### config.mk
export PLATFORM = sky130hd
export DESIGN_NAME = rx_pcs_lane
export DESIGN_NICKNAME = d
export VERILOG_FILES = /design/src/source/rx_pcs_pkg.sv /design/src/source/rx_block_decode.sv /design/src/source/rx_frame_assemble.sv /design/src/source/rx_crc_check.sv /design/src/source/rx_pcs_lane.sv
export SDC_FILE = /design/constraint.sdc
export NUM_CORES = 1
export LEC_CHECK = 0
export BUFFER_PORTS_ARGS = -buffer_cell sky130_fd_sc_hd__buf_2
export CAP_MARGIN = 5
export CORE_MARGIN = 5
export CORE_UTILIZATION = 50
export CTS_BUF_LIST = sky130_fd_sc_hd__clkbuf_16
export DETAILED_ROUTE_END_ITERATION = 8
export PLACE_DENSITY = 0.68
export SYNTH_ARGS = -nofsm -noshare
export SYNTH_HDL_FRONTEND = slang
export SYNTH_SLANG_ARGS = --single-unit
### constraint.sdc
create_clock -name clk_156 -period 25.3 [get_ports clk_156]
set_input_delay 2.53 -clock clk_156 [delete_from_list [all_inputs] [get_ports clk_156]]
set_output_delay 2.53 -clock clk_156 [all_outputs]
set_load 0.03 [all_outputs]
### src/source/rx_pcs_pkg.sv
package rx_pcs_pkg;

  //////////////////////////////
  // Line code geometry
  //////////////////////////////

  localparam int block_width = 66, payload_width = 64, header_width = 2;

  // Self-synchronous descrambler, 1 + x^39 + x^58
  localparam int scr_len = 58;

  localparam logic [1:0] sync_data = 2'b01, sync_ctrl = 2'b10;

  typedef enum logic [2:0] {
    bt_idle, bt_start, bt_data, bt_term, bt_error
  } block_type_e;

  // Control block type bytes, payload byte 0 after descrambling
  localparam logic [7:0] type_idle = 8'h1e, type_start = 8'h78;
  localparam logic [7:0] type_t0 = 8'h87, type_t1 = 8'h99, type_t2 = 8'haa, type_t3 = 8'hb4;
  localparam logic [7:0] type_t4 = 8'hcc, type_t5 = 8'hd2, type_t6 = 8'he1, type_t7 = 8'hff;

  //////////////////////////////
  // Ethernet CRC-32
  //////////////////////////////

  localparam logic [31:0] crc_poly    = 32'hedb88320;
  localparam logic [31:0] crc_residue = 32'hdebb20e3;

  //////////////////////////////
  // Stage structs
  //////////////////////////////

  typedef struct packed {
    logic                    valid;
    logic [header_width-1:0]  header;
    logic [payload_width-1:0] payload;
  } rx_block_t;

  typedef struct packed {
    logic                     valid;
    block_type_e              kind;
    logic [2:0]               term_bytes;
    logic [payload_width-1:0] payload;
  } decoded_block_t;

  typedef struct packed {
    logic                     valid;
    logic                     sop;
    logic                     eop;
    logic                     error;
    logic [7:0]               byte_mask;
    logic [payload_width-1:0] data;
  } frame_beat_t;

endpackage

### src/source/rx_block_decode.sv
`timescale 1ns/1ps

module rx_block_decode import rx_pcs_pkg::*; (
  input  logic           clk_156,
  input  logic           async_reset_n,
  input  rx_block_t      block_in,
  output decoded_block_t decoded
);

  // Block as seen on the line, first transmitted bit in bit 0
  logic [block_width-1:0]   line_bits;
  logic [header_width-1:0]  sync_hdr;
  logic [payload_width-1:0] scr_payload;
  logic [payload_width-1:0] clear_payload;
  logic [scr_len-1:0]       scr_state_q;
  logic [scr_len-1:0]       scr_next;
  block_type_e              kind_next;
  logic [2:0]               term_next;

  logic                     valid_q;
  block_type_e              kind_q;
  logic [2:0]               term_q;
  logic [payload_width-1:0] payload_q;

  assign line_bits   = {block_in.payload, block_in.header};
  assign sync_hdr    = line_bits[header_width-1:0];
  assign scr_payload = line_bits[block_width-1:header_width];

  //////////////////////////////
  // Descrambler
  //////////////////////////////

  // Bit 0 of the state is the most recent received bit
  always_comb begin
    scr_next = scr_state_q;
    for (int i = 0; i < payload_width; i++) begin
      clear_payload[i] = scr_payload[i] ^ scr_next[38] ^ scr_next[scr_len-1];
      scr_next = {scr_next[scr_len-2:0], scr_payload[i]};
    end
  end

  //////////////////////////////
  // Classifier
  //////////////////////////////

  always_comb begin
    kind_next = bt_error;
    if (sync_hdr == sync_data) begin
      kind_next = bt_data;
    end else if (sync_hdr == sync_ctrl) begin
      case (clear_payload[7:0])
        type_idle:  kind_next = bt_idle;
        type_start: kind_next = bt_start;
        type_t0, type_t1, type_t2, type_t3,
        type_t4, type_t5, type_t6, type_t7: kind_next = bt_term;
        default:    kind_next = bt_error;
      endcase
    end
  end

  // Number of data bytes carried by a terminate block
  always_comb begin
    case (clear_payload[7:0])
      type_t1: term_next = 3'd1;
      type_t2: term_next = 3'd2;
      type_t3: term_next = 3'd3;
      type_t4: term_next = 3'd4;
      type_t5: term_next = 3'd5;
      type_t6: term_next = 3'd6;
      type_t7: term_next = 3'd7;
      default: term_next = 3'd0;
    endcase
  end

  always_ff @(posedge clk_156 or negedge async_reset_n) begin
    if (!async_reset_n) begin
      scr_state_q <= '0;
      valid_q     <= 1'b0;
      kind_q      <= bt_idle;
      term_q      <= 3'd0;
    end else begin
      valid_q <= block_in.valid;
      if (block_in.valid) begin
        scr_state_q <= scr_next;
        kind_q      <= kind_next;
        term_q      <= term_next;
      end
    end
  end

  always_ff @(posedge clk_156) begin
    if (block_in.valid) begin
      payload_q <= clear_payload;
    end
  end

  assign decoded = '{valid: valid_q, kind: kind_q, term_bytes: term_q, payload: payload_q};

endmodule

### src/source/rx_frame_assemble.sv
`timescale 1ns/1ps

module rx_frame_assemble import rx_pcs_pkg::*; (
  input  logic           clk_156,
  input  logic           async_reset_n,
  input  decoded_block_t decoded,
  output frame_beat_t    beat
);

  typedef enum logic {
    st_idle,
    st_in_frame
  } frame_state_e;

  frame_state_e             state_q;
  frame_state_e             state_next;
  frame_beat_t              beat_next;
  logic [7:0]               term_mask;

  logic                     valid_q;
  logic                     sop_q;
  logic                     eop_q;
  logic                     error_q;
  logic [7:0]               mask_q;
  logic [payload_width-1:0] data_q;

  // Bytes 1 to k of a Tk block, empty for T0
  assign term_mask = 8'(((8'h01 << decoded.term_bytes) - 8'h01) << 1);

  //////////////////////////////
  // Framing FSM
  //////////////////////////////

  always_comb begin
    state_next     = state_q;
    beat_next      = '0;
    beat_next.data = decoded.payload;
    if (decoded.valid) begin
      case (state_q)
        st_idle: begin
          // Anything but start is dropped between frames
          if (decoded.kind == bt_start) begin
            beat_next.valid     = 1'b1;
            beat_next.sop       = 1'b1;
            beat_next.byte_mask = 8'hfe;
            state_next          = st_in_frame;
          end
        end
        st_in_frame: begin
          beat_next.valid = 1'b1;
          case (decoded.kind)
            bt_data: begin
              beat_next.byte_mask = 8'hff;
            end
            bt_term: begin
              beat_next.eop       = 1'b1;
              beat_next.byte_mask = term_mask;
              state_next          = st_idle;
            end
            default: begin
              // Idle, error or a second start aborts the frame
              beat_next.eop   = 1'b1;
              beat_next.error = 1'b1;
              state_next      = st_idle;
            end
          endcase
        end
        default: state_next = st_idle;
      endcase
    end
  end

  always_ff @(posedge clk_156 or negedge async_reset_n) begin
    if (!async_reset_n) begin
      state_q <= st_idle;
      valid_q <= 1'b0;
      sop_q   <= 1'b0;
      eop_q   <= 1'b0;
      error_q <= 1'b0;
    end else begin
      state_q <= state_next;
      valid_q <= beat_next.valid;
      sop_q   <= beat_next.sop;
      eop_q   <= beat_next.eop;
      error_q <= beat_next.error;
    end
  end

  always_ff @(posedge clk_156) begin
    mask_q <= beat_next.byte_mask;
    data_q <= beat_next.data;
  end

  assign beat = '{valid: valid_q, sop: sop_q, eop: eop_q, error: error_q,
                  byte_mask: mask_q, data: data_q};

endmodule

### src/source/rx_crc_check.sv
`timescale 1ns/1ps

module rx_crc_check import rx_pcs_pkg::*; (
  input  logic        clk_156,
  input  logic        async_reset_n,
  input  frame_beat_t beat_in,
  output frame_beat_t beat_out,
  output logic        crc_ok
);

  logic [31:0]              crc_q;
  logic [31:0]              crc_next;
  logic                     crc_ok_q;

  logic                     valid_q;
  logic                     sop_q;
  logic                     eop_q;
  logic                     error_q;
  logic [7:0]               mask_q;
  logic [payload_width-1:0] data_q;

  // One byte of reflected CRC-32, LSB first
  function automatic logic [31:0] crc_byte(input logic [31:0] crc, input logic [7:0] data);
    logic [31:0] c;
    c = crc ^ {24'h0, data};
    for (int b = 0; b < 8; b++) begin
      c = c[0] ? ((c >> 1) ^ crc_poly) : (c >> 1);
    end
    return c;
  endfunction

  //////////////////////////////
  // Running CRC over masked bytes
  //////////////////////////////

  always_comb begin
    crc_next = beat_in.sop ? 32'hffffffff : crc_q;
    for (int i = 0; i < 8; i++) begin
      if (beat_in.byte_mask[i]) begin
        crc_next = crc_byte(crc_next, beat_in.data[8*i +: 8]);
      end
    end
  end

  always_ff @(posedge clk_156 or negedge async_reset_n) begin
    if (!async_reset_n) begin
      crc_q    <= 32'hffffffff;
      crc_ok_q <= 1'b0;
      valid_q  <= 1'b0;
      sop_q    <= 1'b0;
      eop_q    <= 1'b0;
      error_q  <= 1'b0;
    end else begin
      if (beat_in.valid) begin
        crc_q <= crc_next;
      end
      crc_ok_q <= beat_in.valid && beat_in.eop && !beat_in.error && (crc_next == crc_residue);
      valid_q  <= beat_in.valid;
      sop_q    <= beat_in.sop;
      eop_q    <= beat_in.eop;
      error_q  <= beat_in.error;
    end
  end

  always_ff @(posedge clk_156) begin
    mask_q <= beat_in.byte_mask;
    data_q <= beat_in.data;
  end

  assign beat_out = '{valid: valid_q, sop: sop_q, eop: eop_q, error: error_q,
                      byte_mask: mask_q, data: data_q};
  assign crc_ok   = crc_ok_q;

endmodule

### src/source/rx_pcs_lane.sv
`timescale 1ns/1ps

module rx_pcs_lane import rx_pcs_pkg::*; (
  input  logic        clk_156,
  input  logic        async_reset_n,
  input  rx_block_t   block_in,
  output frame_beat_t frame_out,
  output logic        crc_ok
);

  decoded_block_t decoded;
  frame_beat_t    beat;

  //////////////////////////////
  // Descramble and classify
  //////////////////////////////

  rx_block_decode u_block_decode (
    .clk_156       (clk_156),
    .async_reset_n (async_reset_n),
    .block_in      (block_in),
    .decoded       (decoded)
  );

  // Frame beats with byte mask
  rx_frame_assemble u_frame_assemble (
    .clk_156       (clk_156),
    .async_reset_n (async_reset_n),
    .decoded       (decoded),
    .beat          (beat)
  );

  // FCS check on eop
  rx_crc_check u_crc_check (
    .clk_156       (clk_156),
    .async_reset_n (async_reset_n),
    .beat_in       (beat),
    .beat_out      (frame_out),
    .crc_ok        (crc_ok)
  );

endmodule

==> results.py, run 1 <==
metrics = {
    "synth": {
        "synth_area_per_cell_um2": 9.79,
        "ys_seq_elements": 315,
        "yosysSeqAreaShare_pct": 30.5,
        "synth_adder_area_share_pct": 0.0508,
        "yosys-top-cells-area": "xnor2_1, dfxtp_1, edfxtp_1, dfrtp_1, xnor3_1",
        "synth-simple-area-share_pct": 14.3,
        "yosysUniqueCellTypes": 116,
        "synthXorXnorAreaFrac_pct": 28.3,
        "synth-edff-count": 64,
        "synth_top_area_cell": "xnor2_1",
        "synth_top_area_share_pct": 13.6,
        "ys.flop_type": "dfxtp_1",
        "muxShareOfSynthArea_pct": 7.79,
        "syn_area_mm2": 0.0246,
        "synth_most_common_cell": "xnor2_1",
        "syn_inst": 2517,
        "syn_nets": 2587,
        "synth_commonest_cells": "xnor2_1, nor2_1, dfxtp_1",
        "synth_compound_area_share_pct": 15.9,
        "yosysWarnings": 0,
        "synth_top_family_by_area": "XOR/XNOR gates",
        "async_flop_share_pct": 34.0,
    },
    "clock_network": {
        "clk_pin_slew_ps": 60,
        "clk_latency_ps": 570,
        "cts_resized": 0,
        "cts_tree": "yes",
        "holdBufCountCts": 0,
        "cts.path.max_buffers": 3,
        "clock_sinks": 315,
        "cts_setup_buffers": 0,
        "cts_root_buf": "clkbuf_16",
        "htreeDepth": 2,
        "cts_buffers": 36,
    },
    "timing": {
        "period_needed_ps": 12260,
        "worst_slew_margin_rel_pct": 27.7,
        "worstMarginPinSlew_ps": 1080,
        "max_freq_mhz": 81.6,
        "finalSetupViolations": 0,
        "fin_tns_setup_ps": 0,
        "rsz0062_at_grt": "no",
        "hold_viol": 0,
        "clock_skew_ps": 26.8,
        "drv_slew": 0,
        "min_period_over_period_pct": 48.5,
    },
    "finish": {
        "fin_area_mm2": 0.0269,
        "nets": 2661,
        "fill_cells": 4398,
        "area_growth_pct": 9.17,
        "drive_above_1_share_pct": 17.1,
        "final-instance-count-excl-fill": 3285,
    },
    "critical_path": {
        "required_ps": 25770,
        "worst_ep_arrival_time_ps": 12730,
        "reg2reg_slack_ps": 13040,
        "slowest_stage": "nor4_2",
        "endpoint_kind": "flip-flop",
        "worst-setup-path-type": "reg2reg",
        "cp_max_fo": 90,
        "max_stage_delay_ps": 930,
        "cp-start-kind": "flip-flop",
    },
    "detailed_routing": {
        "vias": 19818,
        "firstDrtPassIters": 6,
        "drtAntennaViolNets": 0,
        "vias_per_cell": 6.03,
        "drt_iter0_drc": 1929,
        "drt_wl_total_mm": 80.0,
        "drc": 0,
        "wl_per_cell_um": 24.3,
    },
    "die": {
        "die_area_mm2": 0.0538,
        "rows": 81,
        "die_h_um": 232,
        "core_region_area_mm2": 0.0488,
        "fp.dieW_um": 232,
        "start_util_pct": 50.4,
        "io_pins": 146,
    },
    "grt": {
        "grt_max_degree": 91,
        "grt_usage_pct": 29.0,
        "gr-total-overflow": 0,
        "antenna_found_initial": 3,
        "grt_pass1_wl_mm": 119,
        "grt_pass1_vias": 19026,
    },
    "hold_path": {
        "hold_class": "reg2reg",
    },
    "power_and_ir_drop": {
        "vdd_ir_drop_max_v": 0.0000669,
        "p_sw_w": 0.00142,
        "power_density_mw_per_mm2": 120,
        "clockPowerShare_pct": 15.3,
        "combPwrFrac_pct": 63.2,
        "sw_frac_of_total_pct": 44.0,
        "p_leak_nw": 10.7,
        "intPower_w": 0.00181,
        "power_frac_seq_pct": 21.5,
    },
    "placed_design": {
        "dp_cells": 3217,
        "gp_congestion": 0.956,
        "placed_area_mm2": 0.0258,
        "dp_hpwl_mm": 63.1,
        "io_buffers": 145,
    },
    "status": {
        "outcome": "finished clean",
    },
    "job": {
        "maxCapViolCount": 0,
    },
}
## routing by layer
layer	global-route usage [%]	wire [um]	vias up
met2	48.6	37800	824
met5	0	27	-
met1	39.4	33900	9610
met3	4.59	6180	134
li1	-	-	9246
met4	7.40	2110	4
## cell type report
class	count	area [um2]	share of cell area, %
clock buffers	36	901	3.35
well taps	664	831	3.09
flip-flops and latches	315	7530	28.0
diodes	2	5.00	0.0186
inverters	53	199	0.740
repair buffers	163	866	3.22
multi-input cells	2022	16300	60.7
clock inverters	30	234	0.870
## through the flow
step / hold WS, ps / utilization [%] / power, W / setup WS [ps]
floorplan: 323 / - / 0.00227 / 15550
global placement: 324 / 52.7 / 0.00270 / 13370
detailed placement: 327 / 52.7 / 0.00271 / 13230
CTS: 341 / 55.1 / 0.00322 / 13160
global route: 345 / 55.1 / 0.00341 / 12290
finish: 340 / 55.1 / 0.00324 / 13040
## worst paths after layout
kind | start | to | cells past startpoint
worst max-delay path | u_frame_assemble.sop_q | u_crc_check.crc_ok | 31
worst min-delay path | u_block_decode.payload_q[5] | u_frame_assemble.data_q[5] | 0
worst max register to register | u_frame_assemble.sop_q | u_crc_check.crc_ok | 31
worst min register to register | u_block_decode.payload_q[5] | u_frame_assemble.data_q[5] | 0
max in group asynchronous | async_reset_n | u_frame_assemble.sop_q | 2
min in group asynchronous | async_reset_n | u_block_decode.scr_state_q[2] | 1
## logic make-up (layout without fill, tap and decap cells)
logic type	after synthesis	count (layout)
AND/OR/NAND/NOR	688	688
XOR/XNOR	610	610
flip-flops	315	315
other	0	2
adder cells (fa/ha/maj)	1	1
AO/OA/AOI/OAI	545	545
multiplexers	178	178
buffers and inverters	180	282
## sequential cells by signal, summed over array words and instances (netlist names), 3 cells and up
signal and flops:
u_block_decode.scr_state_q 58, u_block_decode.kind_q 3, u_crc_check.data_q 64, u_frame_assemble.mask_q 8, u_frame_assemble.data_q 64, u_block_decode.term_q 3
u_crc_check.crc_q 32, u_crc_check.mask_q 8, u_block_decode.payload_q 64
## cells in the final DEF (no fill, tap or decap), types with 47 or more instances in the layout
cell	instances
a21oi_1	122
buf_2	143
dfrtp_1	74
dfxtp_1	136
edfxtp_1	64
inv_1	60
mux2_2	97
mux2i_1	79
nand2_1	127
nand3_1	58
nor2_1	202
nor3_1	58
o21ai_0	87
or3_1	47
xnor2_1	382
xnor3_1	82
xor2_1	108
## power groups by stage
| stage | clock network, W | logic (W) | registers, W |
|---|---|---|---|
| floorplan | 0 | 0.00159 | 0.000675 |
| global placement | 0 | 0.00200 | 0.000702 |
| detailed placement | 0 | 0.00201 | 0.000704 |
| CTS | 0.000508 | 0.00202 | 0.000694 |
| global route | 0.000535 | 0.00217 | 0.000703 |
| finish | 0.000495 | 0.00204 | 0.000698 |
## worst max-delay path: cells and delay by family, from the launching register on
kind | cells | cell delay, ps
muxes | 3 | 760
xor gates and xnor gates | 8 | 3280
AOI/OAI and AO/OA | 9 | 2460
and+or+nand+nor | 9 | 4250
DFF | 1 | 340
buffers and inverters | 2 | 1040
Note: power is estimated with default switching activity, not from simulation.
==> run 2, diff against run 1 <==
Settings changed: PLACE_DENSITY 0.68 to 0.7.
Clock period 25.3 ns to 10.1 ns, I/O delays scaled along.
==> run 2 against run 1 <==
Power grew to 2.7 times the previous value. Clock skew barely moved. Global-route usage grew 1.2 points. Final area is 8.4% higher. Maximum frequency grew 24%. Routed wire length grew 5.8%. Hold slack got worse by 6.0 ps. Critical path type unchanged. Critical endpoint unchanged. Largest power group unchanged.
==> results.py, run 2 (synthesis results as in run 1) <==
metrics = {
    "clock_network": {
        "holdBufCountCts": 0,
        "cts_root_buf": "clkbuf_16",
        "clock_sinks": 315,
        "clk_latency_ps": 560,
        "cts_buffers": 35,
        "htreeDepth": 2,
        "cts_tree": "yes",
        "clk_pin_slew_ps": 60,
        "cts.path.max_buffers": 3,
    },
    "grt": {
        "gr-total-overflow": 0,
        "antenna_found_initial": 4,
        "grt_pass1_wl_mm": 124,
        "grt_usage_pct": 30.2,
        "grt_max_degree": 86,
        "grt_pass1_vias": 20441,
    },
    "critical_path": {
        "max_stage_delay_ps": 550,
        "worst_ep_arrival_time_ps": 10330,
        "required_ps": 10550,
        "critical-path-top-delay-family": "compound AO/OA/AOI/OAI gates",
        "path_buf_inv": 3,
        "slowest_stage": "dfstp_2",
        "endpoint_kind": "flip-flop",
        "worst-setup-path-type": "reg2reg",
        "cp_max_fo": 5,
        "cp-start-kind": "flip-flop",
    },
    "die": {
        "start_util_pct": 50.4,
        "io_pins": 146,
        "die_area_mm2": 0.0538,
        "fp.dieW_um": 232,
        "die_h_um": 232,
        "rows": 81,
        "core_region_area_mm2": 0.0488,
    },
    "timing": {
        "worstMarginPinSlew_ps": 1000,
        "finalSetupViolations": 0,
        "hold_viol": 0,
        "period_needed_ps": 9880,
        "max_freq_mhz": 101,
        "drv_slew": 0,
        "clock_skew_ps": 26.8,
        "hold_slack_ps": 334,
        "worst_slew_margin_rel_pct": 33.2,
        "min_period_over_period_pct": 97.8,
        "finalWorstSetupSlack_ps": 224,
    },
    "detailed_routing": {
        "drc": 0,
        "vias": 21141,
        "wl_per_cell_um": 23.9,
        "drtAntennaViolNets": 0,
        "drt_iter0_drc": 2125,
        "vias_per_cell": 5.98,
        "drt_wl_total_mm": 84.6,
        "firstDrtPassIters": 6,
    },
    "status": {
        "outcome": "finished clean",
    },
    "job": {
        "maxCapViolCount": 0,
    },
    "placed_design": {
        "dp_cells": 3447,
        "io_buffers": 145,
        "pre_cts_ws_ps": 20.2,
        "dp_hpwl_mm": 66.9,
        "gp_congestion": 0.993,
    },
    "power_and_ir_drop": {
        "p_total_w": 0.00890,
        "power_density_mw_per_mm2": 305,
        "p_leak_nw": 12.0,
        "vdd_ir_drop_max_v": 0.000230,
    },
    "finish": {
        "final_cell_mix": "xnor2_1, buf_4, nor2_1, buf_2, dfxtp_1",
        "area_growth_pct": 18.4,
        "drive_above_1_share_pct": 26.4,
        "largest_registers": "u_block_decode.payload_q x64, u_crc_check.data_q x64, u_frame_assemble.data_q x64",
        "diodes": 0,
        "final-instance-count-excl-fill": 3535,
        "fill_cells": 4171,
        "nets": 2914,
        "final_common_cell": "xnor2_1",
        "postLayoutCoreUtil_pct": 59.7,
    },
    "hold_path": {
        "hold_class": "reg2reg",
    },
}
[run 2: changes by cell type in the layout (fill, tap and decap cells not counted), moves of 5 or more]
cell	previous run	this run
xnor3_1	82	75
nor3_1	58	53
xnor2_2	8	16
xnor2_1	382	372
xnor3_2	2	9
buf_4	20	268
nor3_2	3	8
a2111oi_0	11	6
o21ai_0	87	82
[run 2: cell type report]
| type | count | area, um2 | area share [%] |
|---|---|---|---|
| inverter | 53 | 199 | 0.682 |
| clock buffer | 36 | 901 | 3.09 |
| sequential | 315 | 7540 | 25.8 |
| clock inverter | 28 | 241 | 0.828 |
| timing repair buffer | 416 | 2800 | 9.58 |
| tap | 664 | 831 | 2.85 |
| multi-input combinational | 2023 | 16700 | 57.1 |
[run 2: metal layers]
metal  track usage, %  share of wire [%]
met1             40.0                 42
met2             49.8                 46
met3             5.26                7.3
met4             11.4                4.2
met5                0              0.043
[run 2: path summary, 6_finish.rpt]
path | depth (start not counted) | slack [ps] | end | from
setup / recovery | 32 | 220 | u_crc_check.crc_ok | u_crc_check.crc_q[9]
hold / removal | 0 | 330 | u_frame_assemble.data_q[58] | u_block_decode.payload_q[58]
setup reg to reg | 32 | 220 | u_crc_check.crc_ok | u_crc_check.crc_q[9]
hold reg to reg | 0 | 330 | u_frame_assemble.data_q[58] | u_block_decode.payload_q[58]
max in group asynchronous | 2 | 8300 | u_frame_assemble.sop_q | async_reset_n
min in group asynchronous | 1 | 460 | u_block_decode.scr_state_q[48] | async_reset_n
[run 2: repair_timing]
action / in CTS / in global routing
gates cloned: 0 / 1
setup buffers: 0 / 23
gates resized for setup: 0 / 74
pin swaps: 1 / 19
setup endpoints to repair: 1 / 13
[run 2: power breakdown]
part / switching, W / internal, W
registers: 0.000232 / 0.00151
logic: 0.00297 / 0.00290
clock network: 0.000548 / 0.000733
[run 2: metrics by stage]
stage	area, um2	TNS (ps)
5_1_grt	29200	-63.8
4_1_cts	28600	0
3_5_place_dp	27500	0
3_3_place_gp	27500	0
2_1_floorplan	24600	0
6_report	29200	0
